--- config.mk ---
export PLATFORM = sky130hd
export DESIGN_NAME = multicycle_core
export DESIGN_NICKNAME = d
export VERILOG_FILES = /design/src/logic/rv_isa_pkg.sv /design/src/logic/core_ctrl_pkg.sv /design/src/logic/control_fsm.sv /design/src/logic/instr_decode.sv /design/src/logic/alu.sv /design/src/logic/reg_file.sv /design/src/logic/load_store_unit.sv /design/src/logic/multicycle_core.sv
export SDC_FILE = /design/constraint.sdc
export NUM_CORES = 2
export LEC_CHECK = 0
export BUFFER_PORTS_ARGS = -buffer_cell sky130_fd_sc_hd__buf_2
export CAP_MARGIN = 10
export CORE_MARGIN = 5
export CORE_UTILIZATION = 65
export CTS_BUF_LIST = sky130_fd_sc_hd__clkbuf_4 sky130_fd_sc_hd__clkbuf_8
export CTS_CLUSTER_DIAMETER = 200
export DETAILED_ROUTE_END_ITERATION = 10
export GPL_ROUTABILITY_DRIVEN = 1
export HOLD_SLACK_MARGIN = 0.06
export MAX_ROUTING_LAYER = met4
export PLACE_DENSITY = 0.79
export SYNTH_ARGS = -nofsm -noshare
export SYNTH_HDL_FRONTEND = slang
export SYNTH_SLANG_ARGS = --single-unit
--- constraint.sdc ---
create_clock -name clk -period 8.05 [get_ports clk]
set_input_delay 0.805 -clock clk [delete_from_list [all_inputs] [get_ports clk]]
set_output_delay 0.805 -clock clk [all_outputs]
set_load 0.02 [all_outputs]
--- src/logic/rv_isa_pkg.sv ---
package rv_isa_pkg;

  typedef struct packed {
    logic [6:0] funct7;
    logic [4:0] rs2;
    logic [4:0] rs1;
    logic [2:0] funct3;
    logic [4:0] rd;
    logic [6:0] opcode;
  } r_fmt_t;

  typedef struct packed {
    logic [11:0] imm_11_0;
    logic [4:0]  rs1;
    logic [2:0]  funct3;
    logic [4:0]  rd;
    logic [6:0]  opcode;
  } i_fmt_t;

  typedef struct packed {
    logic [6:0] imm_11_5;
    logic [4:0] rs2;
    logic [4:0] rs1;
    logic [2:0] funct3;
    logic [4:0] imm_4_0;
    logic [6:0] opcode;
  } s_fmt_t;

  typedef struct packed {
    logic       imm_12;
    logic [5:0] imm_10_5;
    logic [4:0] rs2;
    logic [4:0] rs1;
    logic [2:0] funct3;
    logic [3:0] imm_4_1;
    logic       imm_11;
    logic [6:0] opcode;
  } b_fmt_t;

  typedef struct packed {
    logic [19:0] imm_31_12;
    logic [4:0]  rd;
    logic [6:0]  opcode;
  } u_fmt_t;

  typedef struct packed {
    logic       imm_20;
    logic [9:0] imm_10_1;
    logic       imm_11;
    logic [7:0] imm_19_12;
    logic [4:0] rd;
    logic [6:0] opcode;
  } j_fmt_t;

  typedef union packed {
    r_fmt_t r_fmt;
    i_fmt_t i_fmt;
    s_fmt_t s_fmt;
    b_fmt_t b_fmt;
    u_fmt_t u_fmt;
    j_fmt_t j_fmt;
  } instr_u;

  typedef enum logic [6:0] {
    OP_LUI    = 7'b0110111,
    OP_JAL    = 7'b1101111,
    OP_BRANCH = 7'b1100011,
    OP_LOAD   = 7'b0000011,
    OP_STORE  = 7'b0100011,
    OP_IMM    = 7'b0010011,
    OP_REG    = 7'b0110011
  } opcode_t;

  // Arithmetic.
  localparam logic [2:0] F3_ADD_SUB = 3'b000;
  localparam logic [2:0] F3_SLT     = 3'b010;
  localparam logic [2:0] F3_XOR     = 3'b100;
  localparam logic [2:0] F3_OR      = 3'b110;
  localparam logic [2:0] F3_AND     = 3'b111;
  // Branches.
  localparam logic [2:0] F3_BEQ     = 3'b000;
  localparam logic [2:0] F3_BNE     = 3'b001;
  // Loads and stores.
  localparam logic [2:0] F3_LB      = 3'b000;
  localparam logic [2:0] F3_LW      = 3'b010;
  localparam logic [2:0] F3_LBU     = 3'b100;
  localparam logic [2:0] F3_SB      = 3'b000;
  localparam logic [2:0] F3_SW      = 3'b010;

endpackage

--- src/logic/core_ctrl_pkg.sv ---
package core_ctrl_pkg;

  typedef enum logic [3:0] {
    S_FETCH,
    S_FETCH_WAIT,
    S_DECODE,
    S_EXEC,
    S_MEM,
    S_MEM_WAIT,
    S_WB,
    S_JUMP
  } state_t;

  typedef enum logic [2:0] {
    ALU_ADD,
    ALU_SUB,
    ALU_AND,
    ALU_OR,
    ALU_XOR,
    ALU_SLT,
    ALU_PASS_B
  } alu_op_t;

  typedef enum logic [1:0] {SRC_A_PC, SRC_A_OLD_PC, SRC_A_RS1, SRC_A_ZERO} src_a_t;
  typedef enum logic [1:0] {SRC_B_RS2, SRC_B_IMM, SRC_B_FOUR} src_b_t;
  typedef enum logic [1:0] {RES_ALU_OUT, RES_DATA, RES_ALU_RESULT} result_src_t;

  typedef struct packed {
    logic        pc_write;
    logic        ir_write;
    logic        reg_write;
    logic        adr_is_result;  // Memory address from result, else PC.
    src_a_t      src_a;
    src_b_t      src_b;
    result_src_t result_src;
  } ctrl_t;

  typedef struct packed {
    logic [31:0] addr;
    logic [31:0] wdata;
    logic [3:0]  wstrb;
    logic        write;
  } mem_req_t;

endpackage

--- src/logic/control_fsm.sv ---
`timescale 1ns/1ps

module control_fsm (
  input  logic                  clk,
  input  logic                  rst_n,
  input  rv_isa_pkg::opcode_t   opcode,
  input  logic [2:0]            funct3,
  input  logic                  zero,
  input  logic                  mem_ack,
  output core_ctrl_pkg::ctrl_t  ctrl,
  output logic                  mem_valid,
  output core_ctrl_pkg::state_t state
);
  import rv_isa_pkg::*;
  import core_ctrl_pkg::*;

  state_t state_next;
  logic   mem_phase;
  logic   mem_done;
  logic   take_branch;

  assign mem_phase   = (state == S_FETCH) || (state == S_MEM);
  assign mem_done    = mem_phase && mem_valid && mem_ack;  // Data captured this cycle.
  assign take_branch = (funct3 == F3_BNE) ? !zero : zero;

  always_ff @(posedge clk or negedge rst_n) begin
    if (!rst_n) begin
      state     <= S_FETCH;
      mem_valid <= 1'b0;
    end else begin
      state <= state_next;
      if (mem_done) begin
        mem_valid <= 1'b0;
      end else if (mem_phase && !mem_valid && !mem_ack) begin
        mem_valid <= 1'b1;  // Previous ack seen low.
      end
    end
  end

  always_comb begin
    state_next = state;
    case (state)
      S_FETCH:      if (mem_done) state_next = S_FETCH_WAIT;
      S_FETCH_WAIT: if (!mem_ack) state_next = S_DECODE;
      S_DECODE: begin
        case (opcode)
          OP_LUI, OP_IMM, OP_REG, OP_LOAD, OP_STORE, OP_BRANCH: state_next = S_EXEC;
          OP_JAL:  state_next = S_JUMP;
          default: state_next = S_FETCH;  // Unknown opcode is a no-op.
        endcase
      end
      S_EXEC: begin
        case (opcode)
          OP_LOAD, OP_STORE: state_next = S_MEM;
          OP_BRANCH:         state_next = S_FETCH;
          default:           state_next = S_WB;
        endcase
      end
      S_MEM:      if (mem_done) state_next = S_MEM_WAIT;
      S_MEM_WAIT: if (!mem_ack) state_next = (opcode == OP_LOAD) ? S_WB : S_FETCH;
      default:    state_next = S_FETCH;
    endcase
  end

  always_comb begin
    ctrl            = '0;
    ctrl.src_a      = SRC_A_RS1;
    ctrl.src_b      = SRC_B_IMM;
    ctrl.result_src = RES_ALU_OUT;
    case (state)
      S_FETCH: begin
        ctrl.src_a      = SRC_A_PC;
        ctrl.src_b      = SRC_B_FOUR;
        ctrl.result_src = RES_ALU_RESULT;
        ctrl.ir_write   = mem_done;
        ctrl.pc_write   = mem_done;
      end
      S_DECODE: ctrl.src_a = SRC_A_OLD_PC;  // Branch or jump target.
      S_EXEC: begin
        if (opcode == OP_REG || opcode == OP_BRANCH) ctrl.src_b = SRC_B_RS2;
        if (opcode == OP_LUI) ctrl.src_a = SRC_A_ZERO;
        if (opcode == OP_BRANCH) ctrl.pc_write = take_branch;
      end
      S_MEM, S_MEM_WAIT: ctrl.adr_is_result = 1'b1;
      S_WB: begin
        ctrl.reg_write = 1'b1;
        if (opcode == OP_LOAD) ctrl.result_src = RES_DATA;
      end
      S_JUMP: begin
        ctrl.src_a      = SRC_A_OLD_PC;  // Link value.
        ctrl.src_b      = SRC_B_FOUR;
        ctrl.result_src = RES_ALU_RESULT;
        ctrl.reg_write  = 1'b1;
        ctrl.pc_write   = 1'b1;
      end
      default: ;
    endcase
  end

endmodule

--- src/logic/instr_decode.sv ---
`timescale 1ns/1ps

module instr_decode (
  input  rv_isa_pkg::instr_u     instr,
  output rv_isa_pkg::opcode_t    opcode,
  output logic [2:0]             funct3,
  output logic [4:0]             rd,
  output logic [4:0]             rs1,
  output logic [4:0]             rs2,
  output logic [31:0]            imm,
  output core_ctrl_pkg::alu_op_t alu_op
);
  import rv_isa_pkg::*;
  import core_ctrl_pkg::*;

  assign opcode = opcode_t'(instr.r_fmt.opcode);
  assign funct3 = instr.r_fmt.funct3;
  assign rd     = instr.r_fmt.rd;
  assign rs1    = instr.r_fmt.rs1;
  assign rs2    = instr.r_fmt.rs2;

  always_comb begin
    case (opcode)
      OP_LUI:    imm = {instr.u_fmt.imm_31_12, 12'b0};
      OP_JAL:    imm = {{12{instr.j_fmt.imm_20}}, instr.j_fmt.imm_19_12,
                        instr.j_fmt.imm_11, instr.j_fmt.imm_10_1, 1'b0};
      OP_BRANCH: imm = {{20{instr.b_fmt.imm_12}}, instr.b_fmt.imm_11,
                        instr.b_fmt.imm_10_5, instr.b_fmt.imm_4_1, 1'b0};
      OP_STORE:  imm = {{20{instr.s_fmt.imm_11_5[6]}}, instr.s_fmt.imm_11_5,
                        instr.s_fmt.imm_4_0};
      default:   imm = {{20{instr.i_fmt.imm_11_0[11]}}, instr.i_fmt.imm_11_0};
    endcase
  end

  always_comb begin
    case (opcode)
      OP_LUI:    alu_op = ALU_PASS_B;
      OP_BRANCH: alu_op = ALU_SUB;  // Compare via zero flag.
      OP_REG, OP_IMM: begin
        case (funct3)
          F3_ADD_SUB: alu_op = (opcode == OP_REG && instr.r_fmt.funct7[5]) ? ALU_SUB : ALU_ADD;
          F3_SLT:     alu_op = ALU_SLT;
          F3_XOR:     alu_op = ALU_XOR;
          F3_OR:      alu_op = ALU_OR;
          F3_AND:     alu_op = ALU_AND;
          default:    alu_op = ALU_ADD;
        endcase
      end
      default:   alu_op = ALU_ADD;
    endcase
  end

endmodule

--- src/logic/alu.sv ---
`timescale 1ns/1ps

module alu (
  input  logic [31:0]            a,
  input  logic [31:0]            b,
  input  core_ctrl_pkg::alu_op_t op,
  output logic [31:0]            y,
  output logic                   zero
);
  import core_ctrl_pkg::*;

  always_comb begin
    case (op)
      ALU_ADD:    y = a + b;
      ALU_SUB:    y = a - b;
      ALU_AND:    y = a & b;
      ALU_OR:     y = a | b;
      ALU_XOR:    y = a ^ b;
      ALU_SLT:    y = {31'b0, $signed(a) < $signed(b)};
      ALU_PASS_B: y = b;
      default:    y = '0;
    endcase
  end

  assign zero = (y == 32'b0);

endmodule

--- src/logic/reg_file.sv ---
`timescale 1ns/1ps

module reg_file #(
  parameter int NUM_REGS = 32
) (
  input  logic        clk,
  input  logic        rst_n,
  input  logic        we,
  input  logic [4:0]  ra1,
  input  logic [4:0]  ra2,
  input  logic [4:0]  wa,
  input  logic [31:0] wd,
  output logic [31:0] rd1,
  output logic [31:0] rd2
);
  logic [31:0] regs [NUM_REGS];

  always_ff @(posedge clk or negedge rst_n) begin
    if (!rst_n) begin
      for (int i = 0; i < NUM_REGS; i++) regs[i] <= '0;
    end else if (we && wa != 5'd0 && wa < NUM_REGS) begin
      regs[wa] <= wd;
    end
  end

  // x0 and out of range indices read zero.
  assign rd1 = (ra1 != 5'd0 && ra1 < NUM_REGS) ? regs[ra1] : 32'b0;
  assign rd2 = (ra2 != 5'd0 && ra2 < NUM_REGS) ? regs[ra2] : 32'b0;

endmodule

--- src/logic/load_store_unit.sv ---
`timescale 1ns/1ps

module load_store_unit (
  input  logic [2:0]  funct3,
  input  logic [1:0]  addr_lo,
  input  logic [31:0] rdata,
  input  logic [31:0] store_val,
  output logic [31:0] load_val,
  output logic [31:0] wdata,
  output logic [3:0]  wstrb
);
  import rv_isa_pkg::*;

  logic [7:0] byte_sel;

  assign byte_sel = rdata[8*addr_lo +: 8];

  always_comb begin
    case (funct3)
      F3_LB:   load_val = {{24{byte_sel[7]}}, byte_sel};
      F3_LBU:  load_val = {24'b0, byte_sel};
      F3_LW:   load_val = rdata;
      default: load_val = rdata;
    endcase
  end

  always_comb begin
    case (funct3)
      F3_SB: begin
        wdata = {4{store_val[7:0]}};  // Byte on every lane.
        wstrb = 4'b0001 << addr_lo;
      end
      F3_SW: begin
        wdata = store_val;
        wstrb = 4'b1111;
      end
      default: begin
        wdata = store_val;
        wstrb = 4'b0000;
      end
    endcase
  end

endmodule

--- src/logic/multicycle_core.sv ---
`timescale 1ns/1ps

module multicycle_core #(
  parameter int          NUM_REGS = 32,
  parameter logic [31:0] RESET_PC = 32'h0
) (
  input  logic                    clk,
  input  logic                    rst_n,
  input  logic                    mem_ack,
  input  logic [31:0]             mem_rdata,
  output core_ctrl_pkg::mem_req_t mem_req,
  output logic                    mem_valid
);
  import rv_isa_pkg::*;
  import core_ctrl_pkg::*;

  ctrl_t       ctrl;
  state_t      state;
  instr_u      instr;
  opcode_t     opcode;
  alu_op_t     dec_alu_op;
  alu_op_t     alu_op;
  logic [2:0]  funct3;
  logic [4:0]  rd, rs1, rs2;
  logic [31:0] imm;
  logic [31:0] pc, old_pc, data, a_q, b_q, alu_out;
  logic [31:0] rd1, rd2, alu_a, alu_b, alu_result, result;
  logic [31:0] load_val, st_wdata;
  logic [3:0]  st_wstrb;
  logic        zero;
  logic        is_store;

  control_fsm u_fsm (
    .clk(clk), .rst_n(rst_n), .opcode(opcode), .funct3(funct3), .zero(zero),
    .mem_ack(mem_ack), .ctrl(ctrl), .mem_valid(mem_valid), .state(state)
  );

  instr_decode u_dec (
    .instr(instr), .opcode(opcode), .funct3(funct3), .rd(rd), .rs1(rs1),
    .rs2(rs2), .imm(imm), .alu_op(dec_alu_op)
  );

  reg_file #(.NUM_REGS(NUM_REGS)) u_rf (
    .clk(clk), .rst_n(rst_n), .we(ctrl.reg_write), .ra1(rs1), .ra2(rs2),
    .wa(rd), .wd(result), .rd1(rd1), .rd2(rd2)
  );

  // Address and target sums outside EXEC.
  assign alu_op = (state == S_EXEC) ? dec_alu_op : ALU_ADD;

  alu u_alu (.a(alu_a), .b(alu_b), .op(alu_op), .y(alu_result), .zero(zero));

  load_store_unit u_lsu (
    .funct3(funct3), .addr_lo(mem_req.addr[1:0]), .rdata(mem_rdata),
    .store_val(b_q), .load_val(load_val), .wdata(st_wdata), .wstrb(st_wstrb)
  );

  always_comb begin
    case (ctrl.src_a)
      SRC_A_PC:     alu_a = pc;
      SRC_A_OLD_PC: alu_a = old_pc;
      SRC_A_RS1:    alu_a = a_q;
      default:      alu_a = 32'b0;
    endcase
    case (ctrl.src_b)
      SRC_B_RS2:  alu_b = b_q;
      SRC_B_IMM:  alu_b = imm;
      SRC_B_FOUR: alu_b = 32'd4;
      default:    alu_b = 32'b0;
    endcase
    case (ctrl.result_src)
      RES_DATA:       result = data;
      RES_ALU_RESULT: result = alu_result;
      default:        result = alu_out;
    endcase
  end

  always_ff @(posedge clk or negedge rst_n) begin
    if (!rst_n) begin
      pc <= RESET_PC;
    end else if (ctrl.pc_write) begin
      pc <= ctrl.ir_write ? result : alu_out;  // PC+4 on fetch, else target.
    end
  end

  always_ff @(posedge clk) begin
    if (ctrl.ir_write) begin
      instr  <= mem_rdata;
      old_pc <= pc;
    end
    if (mem_valid && mem_ack) data <= load_val;
    a_q     <= rd1;
    b_q     <= rd2;
    alu_out <= alu_result;
  end

  assign is_store = ctrl.adr_is_result && (opcode == OP_STORE);

  always_comb begin
    mem_req.addr  = ctrl.adr_is_result ? result : pc;
    mem_req.wdata = is_store ? st_wdata : 32'b0;
    mem_req.wstrb = is_store ? st_wstrb : 4'b0;
    mem_req.write = is_store;
  end

endmodule

# After elaboration in Yosys (flattened, before gate mapping)
# Cells that the tools add are included.
# Widths: inputs -> output; s select.
[totals]
output_inout_bits = 70
elab_cells = 170
regBits = 1253
inputBits = 35
[op_classes]
n_bitwise = 6
eq_ne = 35
mux = 47
n_lt_le_gt_ge = 5
reduce_logical = 32
shifts = 2
n_addsub = 2
[op_table]
columns = ["cell", "n"]
rows = [
  ["$bwmux 1024", 1],
  ["$bmux 32 s5", 2],
  ["$mux 32", 9],
  ["$pmux 32 s7", 1],
  ["$pmux 32 s3", 2],
  ["$demux 32 s5", 1],
  ["$pmux 32 s2", 2],
  ["$pmux 31 s4", 1],
  ["$add 32x32->32", 1],
  ["$and 32x32->32", 1],
  ["$logic_not 32->1", 1],
  ["$lt 32x32->1", 1],
  ["$or 32x32->32", 1],
  ["$shiftx 32x6->8", 1],
  ["$sub 32x32->32", 1],
  ["$xor 32x32->32", 1],
  ["$pmux 4 s6", 1],
  ["$eq 7x6->1 const B", 3],
  ["$mux 4", 5],
  ["$eq 3x3->1 const B", 6],
  ["$ge 6x6->1 const B", 3],
  ["$not 5->6", 3],
  ["$eq 4x3->1 const B", 4],
  ["$pmux 3 s5", 1],
  ["other kinds (32)", 76],
]

# Depth between registers and ports, before layout
[logic_depth]
ltp_word = 13
ltp_mapped = 26
depth_no_buf = 21

# Modules after synthesis
# Synthesis repeated with hierarchy kept, for this count alone.
[unflattened]
hier_cells = 5560
area_unflattened_um2 = 71673.7
[modules_own_cells]
columns = ["module", "cells_each", "seq_area_each_um2", "area_per_inst_um2", "n_inst"]
rows = [
  ["reg_file", 3619, 25624.6, 54382.2, 1],
  ["multicycle_core", 711, 5605.4, 8854.7, 1],
  ["alu", 902, 0.0, 6224.7, 1],
  ["load_store_unit", 161, 0.0, 984.7, 1],
  ["instr_decode", 95, 0.0, 715.7, 1],
  ["control_fsm", 72, 100.1, 511.7, 1],
]

# Worst setup path after synthesis
# Ideal clock, no wire load.
[synth_path]
kind = "flip-flop to flip-flop"
start = "register instr[3] (netlist name)"
end = "register pc[12]"
arrival_ns = 6.760
setup_slack_ns = 1.204
path_stages_with_launch = 24
setup_ns = 0.086
period_less_slack_ns = 6.846
path_buffers = 3
required_ns = 7.964
path_cell_list = "edfxtp_1 nand3b_1 nor2_1 clkbuf_1 o21ai_0 mux2_2 clkbuf_1 a222oi_1 inv_1 ha_1 fa_1 nor2b_1 o221ai_1 a21oi_1 a21oi_1 o21a_1 a32oi_1 or4_1 or4_1 or4_4 nor4_4 buf_2 mux2_2 nor3_1"
[synth_between]
elab_chain_cells = 13
word_cells_on_any_way = 52
classes_between = "add/sub: 2; order compare: 1; eq/ne: 19; mux: 19; bitwise: 3; reduce/logical: 8"
[synth_lines]
columns = ["item", "line_no", "rtl"]
rows = [
  ["start, declared", "multicycle_core.sv:19", "instr_u instr;"],
  ["start signal, assigned", "multicycle_core.sv:88", "instr <= mem_rdata;"],
  ["$eq 7x6->1 or $eq 7x7->1 (tied branches)", "n/a", ""],
  ["$logic_or 1x1->1 or $logic_and 1x1->1 (tied branches)", "control_fsm.sv:80, instr_decode.sv:41", ""],
  ["$mux 1, on equally long branches", "control_fsm.sv:80, instr_decode.sv:41", ""],
  ["$pmux 2 s2 or $pmux 3 s5 (tied branches)", "control_fsm.sv:70, instr_decode.sv:40", ""],
  ["$eq 2x2->1 (tied with other cells)", "multicycle_core.sv:65", "case (ctrl.src_b)"],
  ["$pmux 32 s3 or $mux 3 (tied branches)", "multicycle_core.sv:65, multicycle_core.sv:49", ""],
  ["$sub 32x32->32 (tied with other cells)", "alu.sv:15", "ALU_SUB: y = a - b;"],
  ["$pmux 32 s7 (*)", "alu.sv:13", "case (op)"],
  ["named net alu_result[12]", "multicycle_core.sv:27", "logic [31:0] rd1, rd2, alu_a, alu_b, alu_result, result;"],
  ["$logic_not 32->1", "alu.sv:25", "assign zero = (y == 32'b0);"],
  ["$logic_not 1->1", "control_fsm.sv:24", "assign take_branch = (funct3 == F3_BNE) ? !zero : zero;"],
  ["$mux 1", "control_fsm.sv:24", ""],
  ["$mux 1", "control_fsm.sv:82", "if (opcode == OP_BRANCH) ctrl.pc_write = take_branch;"],
  ["$pmux 1 s3", "control_fsm.sv:70", "case (state)"],
  ["end signal, assigned", "multicycle_core.sv:82", "pc <= ctrl.ir_write ? result : alu_out;"],
  ["end, declared", "multicycle_core.sv:26", "logic [31:0] pc, old_pc, data, a_q, b_q, alu_out;"],
]
# The timed path passes the listed nets; every way through them passes the cells marked *.
# A chain may end at the register's enable or synchronous reset.

==> run summary <==
========================================================================================
Number of iterations in the first detailed-routing pass                               11
Largest fanout on the critical path                                                   32
Sequential element share of the synthesized area                                   0.456
Total area of sequential cells                                                0.0313 mm²
Half-perimeter wire length after placement                                     155000 µm
Wire length of the first global-routing pass                                   365000 µm
Post-Route Skew                                                                0.0599 ns
Layout-stage area growth over the synthesis result                                 9.57%
Count of cells along the worst hold path                                               2
Total routing usage reported by global routing                                     0.456
Maximum clock insertion buffer count                                                   3
Compound-Gate Fraction of Synth Area                                               0.143
Slew at the pin closest to its max-slew limit                                    1.25 ns
CP Data Required Time                                                            7.24 ns
Number of vias in the routed layout                                                56900
Die Outline Area                                                               0.112 mm²
Multiplexer fraction of the synthesized cell area                                  0.228
Cell Count Post-Placement                                                           7423
Number of antenna violations at the first check in global routing                     11
Final Wtd Congestion                                                                1.08
Top FF cell, synth                                                          sky130_fd_sc_hd__dfrtp_1
# Max-Cap Violations                                                                   0
Number of hold violations in the final report                                          0
Count of boundary I/O pins                                                           105
Detailed-route wire length                                                     248000 µm
Post-route worst setup slack                                                   0.0230 ns
Outcome                                                                     finished, final reports clean
Maximum frequency from static timing analysis                                  0.125 GHz
Arrival time of data at the critical path endpoint                               7.22 ns
Number of distinct library cells after synthesis                                      97
Crit path buf inv count                                                                2
DRC violation count after routing                                                      0
Non-filler instance count after layout                                              7829
Post-route fraction of the period consumed by the critical path                    0.997
Worst-Skew Late Latency                                                          0.91 ns
Category of cells accounting for the largest share of critical-path delay   compound AO/OA/AOI/OAI gates
Final setup viols                                                                      0
Rows                                                                                 119
Final design area excluding fillers                                           0.0752 mm²
Die W                                                                             335 µm
Number of buffers created by CTS                                                     199
Number of buffers added on ports                                                     104
Master cell of the clock root buffer                                        sky130_fd_sc_hd__clkbuf_8
Share of cells above drive strength 1                                              0.228
Vias per cell                                                                       7.27
Endpoint kind of the worst setup timing path                                 output port
Filler instances                                                                    7360
First DRT Iteration DRCs                                                            8422
Static power due to leakage                                                      31.8 nW
Critical-path top delay cell                                                sky130_fd_sc_hd__a2111oi_0
Uppermost signal routing layer after detailed routing                               met4
Async SR Flop Fraction                                                             0.847
Avg WL per Cell                                                                  31.7 µm
Number of flip-flops and latches in the synthesized netlist                         1252
Depth of the worst register-to-register path                                          20
Number of global-route vias before repair                                          56400
Headroom to the max-slew limit                                                     0.167
Longest individual stage delay on the worst path                                 0.81 ns
Sum of met2 wire segment lengths after detailed routing                        109000 µm
Area share of fa/ha/maj cells after synthesis                                     0.0188
Multi-input gate area in the final layout                                     0.0351 mm²
Time the worst path needs with I/O delays and setup                              8.03 ns
Number of enable flip-flop cells after synthesis                                      96
Met3 Routed Length                                                              33700 µm
Path length in cells of the critical path                                             19
Worst vdd rail ir drop                                                            287 µV
Number of nets in the synthesized netlist                                           6543
Largest family of logic cells by synthesized area                           multiplexers
Starting utilization of the core area                                              0.653
Clock tree from TritonCTS                                                            yes
Overall die height                                                                335 µm
Antenna-violating nets left                                                            0
Simple-gate portion of the synthesized area                                        0.111
Setup repair after global routing missed its margin                                 true
Total number of yosys warnings                                                         0
Worst Setup Start Kind                                                         flip-flop
H-tree levels                                                                          4
Core Area                                                                      0.105 mm²
Avg Synthesized Cell Area                                                       10.7 µm²
Power per unit of standard cell area                                          356 mW/mm²
Dpl ws                                                                          0.290 ns
Placed instance area                                                          0.0702 mm²
Total number of nets in the final design                                            6389
Count of mapped cells out of synthesis                                              6406
Total standard cell area after synthesis                                      0.0687 mm²
Clock-pin slew of the registers on the worst-case setup and hold paths           0.07 ns
Pin count of the biggest net entering global routing                                 163
Global route overflow                                                                  0
Final max-slew violation count                                                         0
Total routed wire length on the met1 layer                                      87600 µm
Hold/Removal Path Class                                                     primary input to flip-flop
Aggregate negative setup slack                                                      0 ns
List of cells traversed by the critical path                                nand3b_1 -> or4_1 -> nand2_1 -> a21oi_1 -> a21o_1 -> ha_1 -> fa_1 -> nor2b_1 -> o31ai_1 -> a21oi_1 -> o21ai_0 -> a2111oi_0 -> o21ai_0 -> a31o_2 -> a21oi_1 -> o22ai_2 -> buf_4 -> o21ai_0 -> buf_2
Sinks on Clock Net                                                                  1252
Worst setup path class                                                      flip-flop to output port
XOR/XNOR share of the synthesized area                                           0.00191
========================================================================================
[registers in the layout (all words and copies together) (netlist names)]
register and count:
alu_out 32, pc 32, a_q 32, u_fsm.mem_valid 1, data 32, u_fsm.state 3
u_rf.regs 1024, old_pc 32, instr 32, b_q 32
[routing by layer]
layer	GRT usage	up-vias
met1	0.584	28200
met3	0.142	1144
met2	0.646	4400
met4	0.271	0
met5	-	-
li1	-	23200
[layout make-up]
type	instances	share of cell area
timing repair buffer	278	0.0262
inverter	113	0.00564
tap	1391	0.0231
clock inverter	56	0.00923
clock buffer	318	0.0525
antenna	13	0.000432
sequential	1252	0.416
multi-input combinational	4408	0.466
[power breakdown]
| part | total, mW | switching [mW] | internal, mW | leakage [nW] |
|---|---|---|---|---|
| Clock | 6.28 | 2.70 | 3.58 | 2.46 |
| Sequential | 8.24 | 0.903 | 7.34 | 16.3 |
| Combinational | 12.3 | 8.37 | 3.91 | 13.0 |
| Total | 26.8 | 12.0 | 14.8 | 31.8 |
[cells in the mapped netlist (12+ instances only)]
cell type	count	area, µm²
sky130_fd_sc_hd__a222oi_1	33	330
sky130_fd_sc_hd__nor2b_1	20	125
sky130_fd_sc_hd__nand4_1	31	194
sky130_fd_sc_hd__nand2b_1	16	100
sky130_fd_sc_hd__a31oi_1	12	75.1
sky130_fd_sc_hd__mux4_2	640	14400
sky130_fd_sc_hd__a221o_1	21	210
sky130_fd_sc_hd__nor2_1	175	657
sky130_fd_sc_hd__dfxtp_1	96	1920
sky130_fd_sc_hd__dfrtp_1	1060	26500
sky130_fd_sc_hd__nand2_1	1316	4940
sky130_fd_sc_hd__o21a_1	15	113
sky130_fd_sc_hd__mux2i_1	86	861
sky130_fd_sc_hd__a21o_1	40	300
sky130_fd_sc_hd__a22oi_1	16	120
sky130_fd_sc_hd__or4_1	13	97.6
sky130_fd_sc_hd__a21oi_1	206	1030
sky130_fd_sc_hd__mux2_2	31	349
sky130_fd_sc_hd__nand3_1	71	355
sky130_fd_sc_hd__buf_2	13	65.1
sky130_fd_sc_hd__clkbuf_1	548	2060
sky130_fd_sc_hd__inv_1	113	424
sky130_fd_sc_hd__edfxtp_1	96	2880
sky130_fd_sc_hd__nor3_1	65	325
sky130_fd_sc_hd__o31ai_1	23	173
sky130_fd_sc_hd__o211ai_1	30	225
sky130_fd_sc_hd__a211oi_1	23	173
sky130_fd_sc_hd__buf_1	67	251
sky130_fd_sc_hd__and2_1	16	100
sky130_fd_sc_hd__nor4_1	26	163
sky130_fd_sc_hd__ha_1	100	1250
sky130_fd_sc_hd__o21ai_0	1125	5630
sky130_fd_sc_hd__xnor2_1	13	114
sky130_fd_sc_hd__o22ai_1	20	125
[timing repair]
action / 4_1_cts / 5_1_grt
gates resized for setup: 11 / 39
pin swaps: 3 / 15
setup buffers: 3 / 15
endpoints found under the setup margin: 14 / 21
endpoints found under the hold margin: 86 / 0
hold buffers: 1 / 0
[placed cells by master (no fill, tap or decap), drive strengths merged, types with 14 or more instances in the layout]
master and n:
nor3 66, a22oi 16, inv 121, clkinv 30
a221o 21, a21o 40, nand2b 16, o22ai 20
a21oi 207, mux4 640, and2 17, dfxtp 96
nand4 31, ha 100, o21ai 1134, a222oi 33
bufinv 14, nor4 28, o211ai 30, or4 14
nand2 1316, o31ai 23, a211oi 23, buf 277
o21a 15, mux2 31, nor2 176, nor2b 20
mux2i 86, nand3 71, clkbuf 318, edfxtp 96
dfrtp 1060
[kinds of logic after synthesis]
| group | after synthesis |
|---|---|
| adder cells (fa/ha/maj) | 102 |
| buffers and inverters | 746 |
| multiplexers | 757 |
| XOR/XNOR | 15 |
| AND/OR/NAND/NOR | 1821 |
| flip-flops | 1252 |
| AO/OA/AOI/OAI | 1713 |
[through the flow]
stage / total power, mW / util / hold slack, ns
after global placement: 19.8 / 0.668 / 0.376
after global routing: 27.8 / 0.716 / 0.107
after CTS: 26.1 / 0.713 / 0.0891
final: 26.8 / 0.716 / 0.138
after detailed placement: 19.9 / 0.668 / 0.384
after floorplan: 15.5 / - / 0.441
[worst paths after layout]
path,startpoint,endpoint,slack (ns)
max reg2reg,instr[3]$_DFFE_PP_,pc[0]$_DFFE_PN0P_,0.64
min,mem_ack,u_fsm.mem_valid$_DFFE_PN0P_,0.14
min in group asynchronous,rst_n,u_rf.regs[874]$_DFFE_PN0P_,0.53
max in group asynchronous,rst_n,u_rf.regs[855]$_DFFE_PN0P_,5.39
min reg2reg,u_rf.regs[1013]$_DFFE_PN0P_,u_rf.regs[1013]$_DFFE_PN0P_,0.40
max,instr[3]$_DFFE_PP_,mem_req[53],0.02
Note: power is estimated with default switching activity, not from simulation.
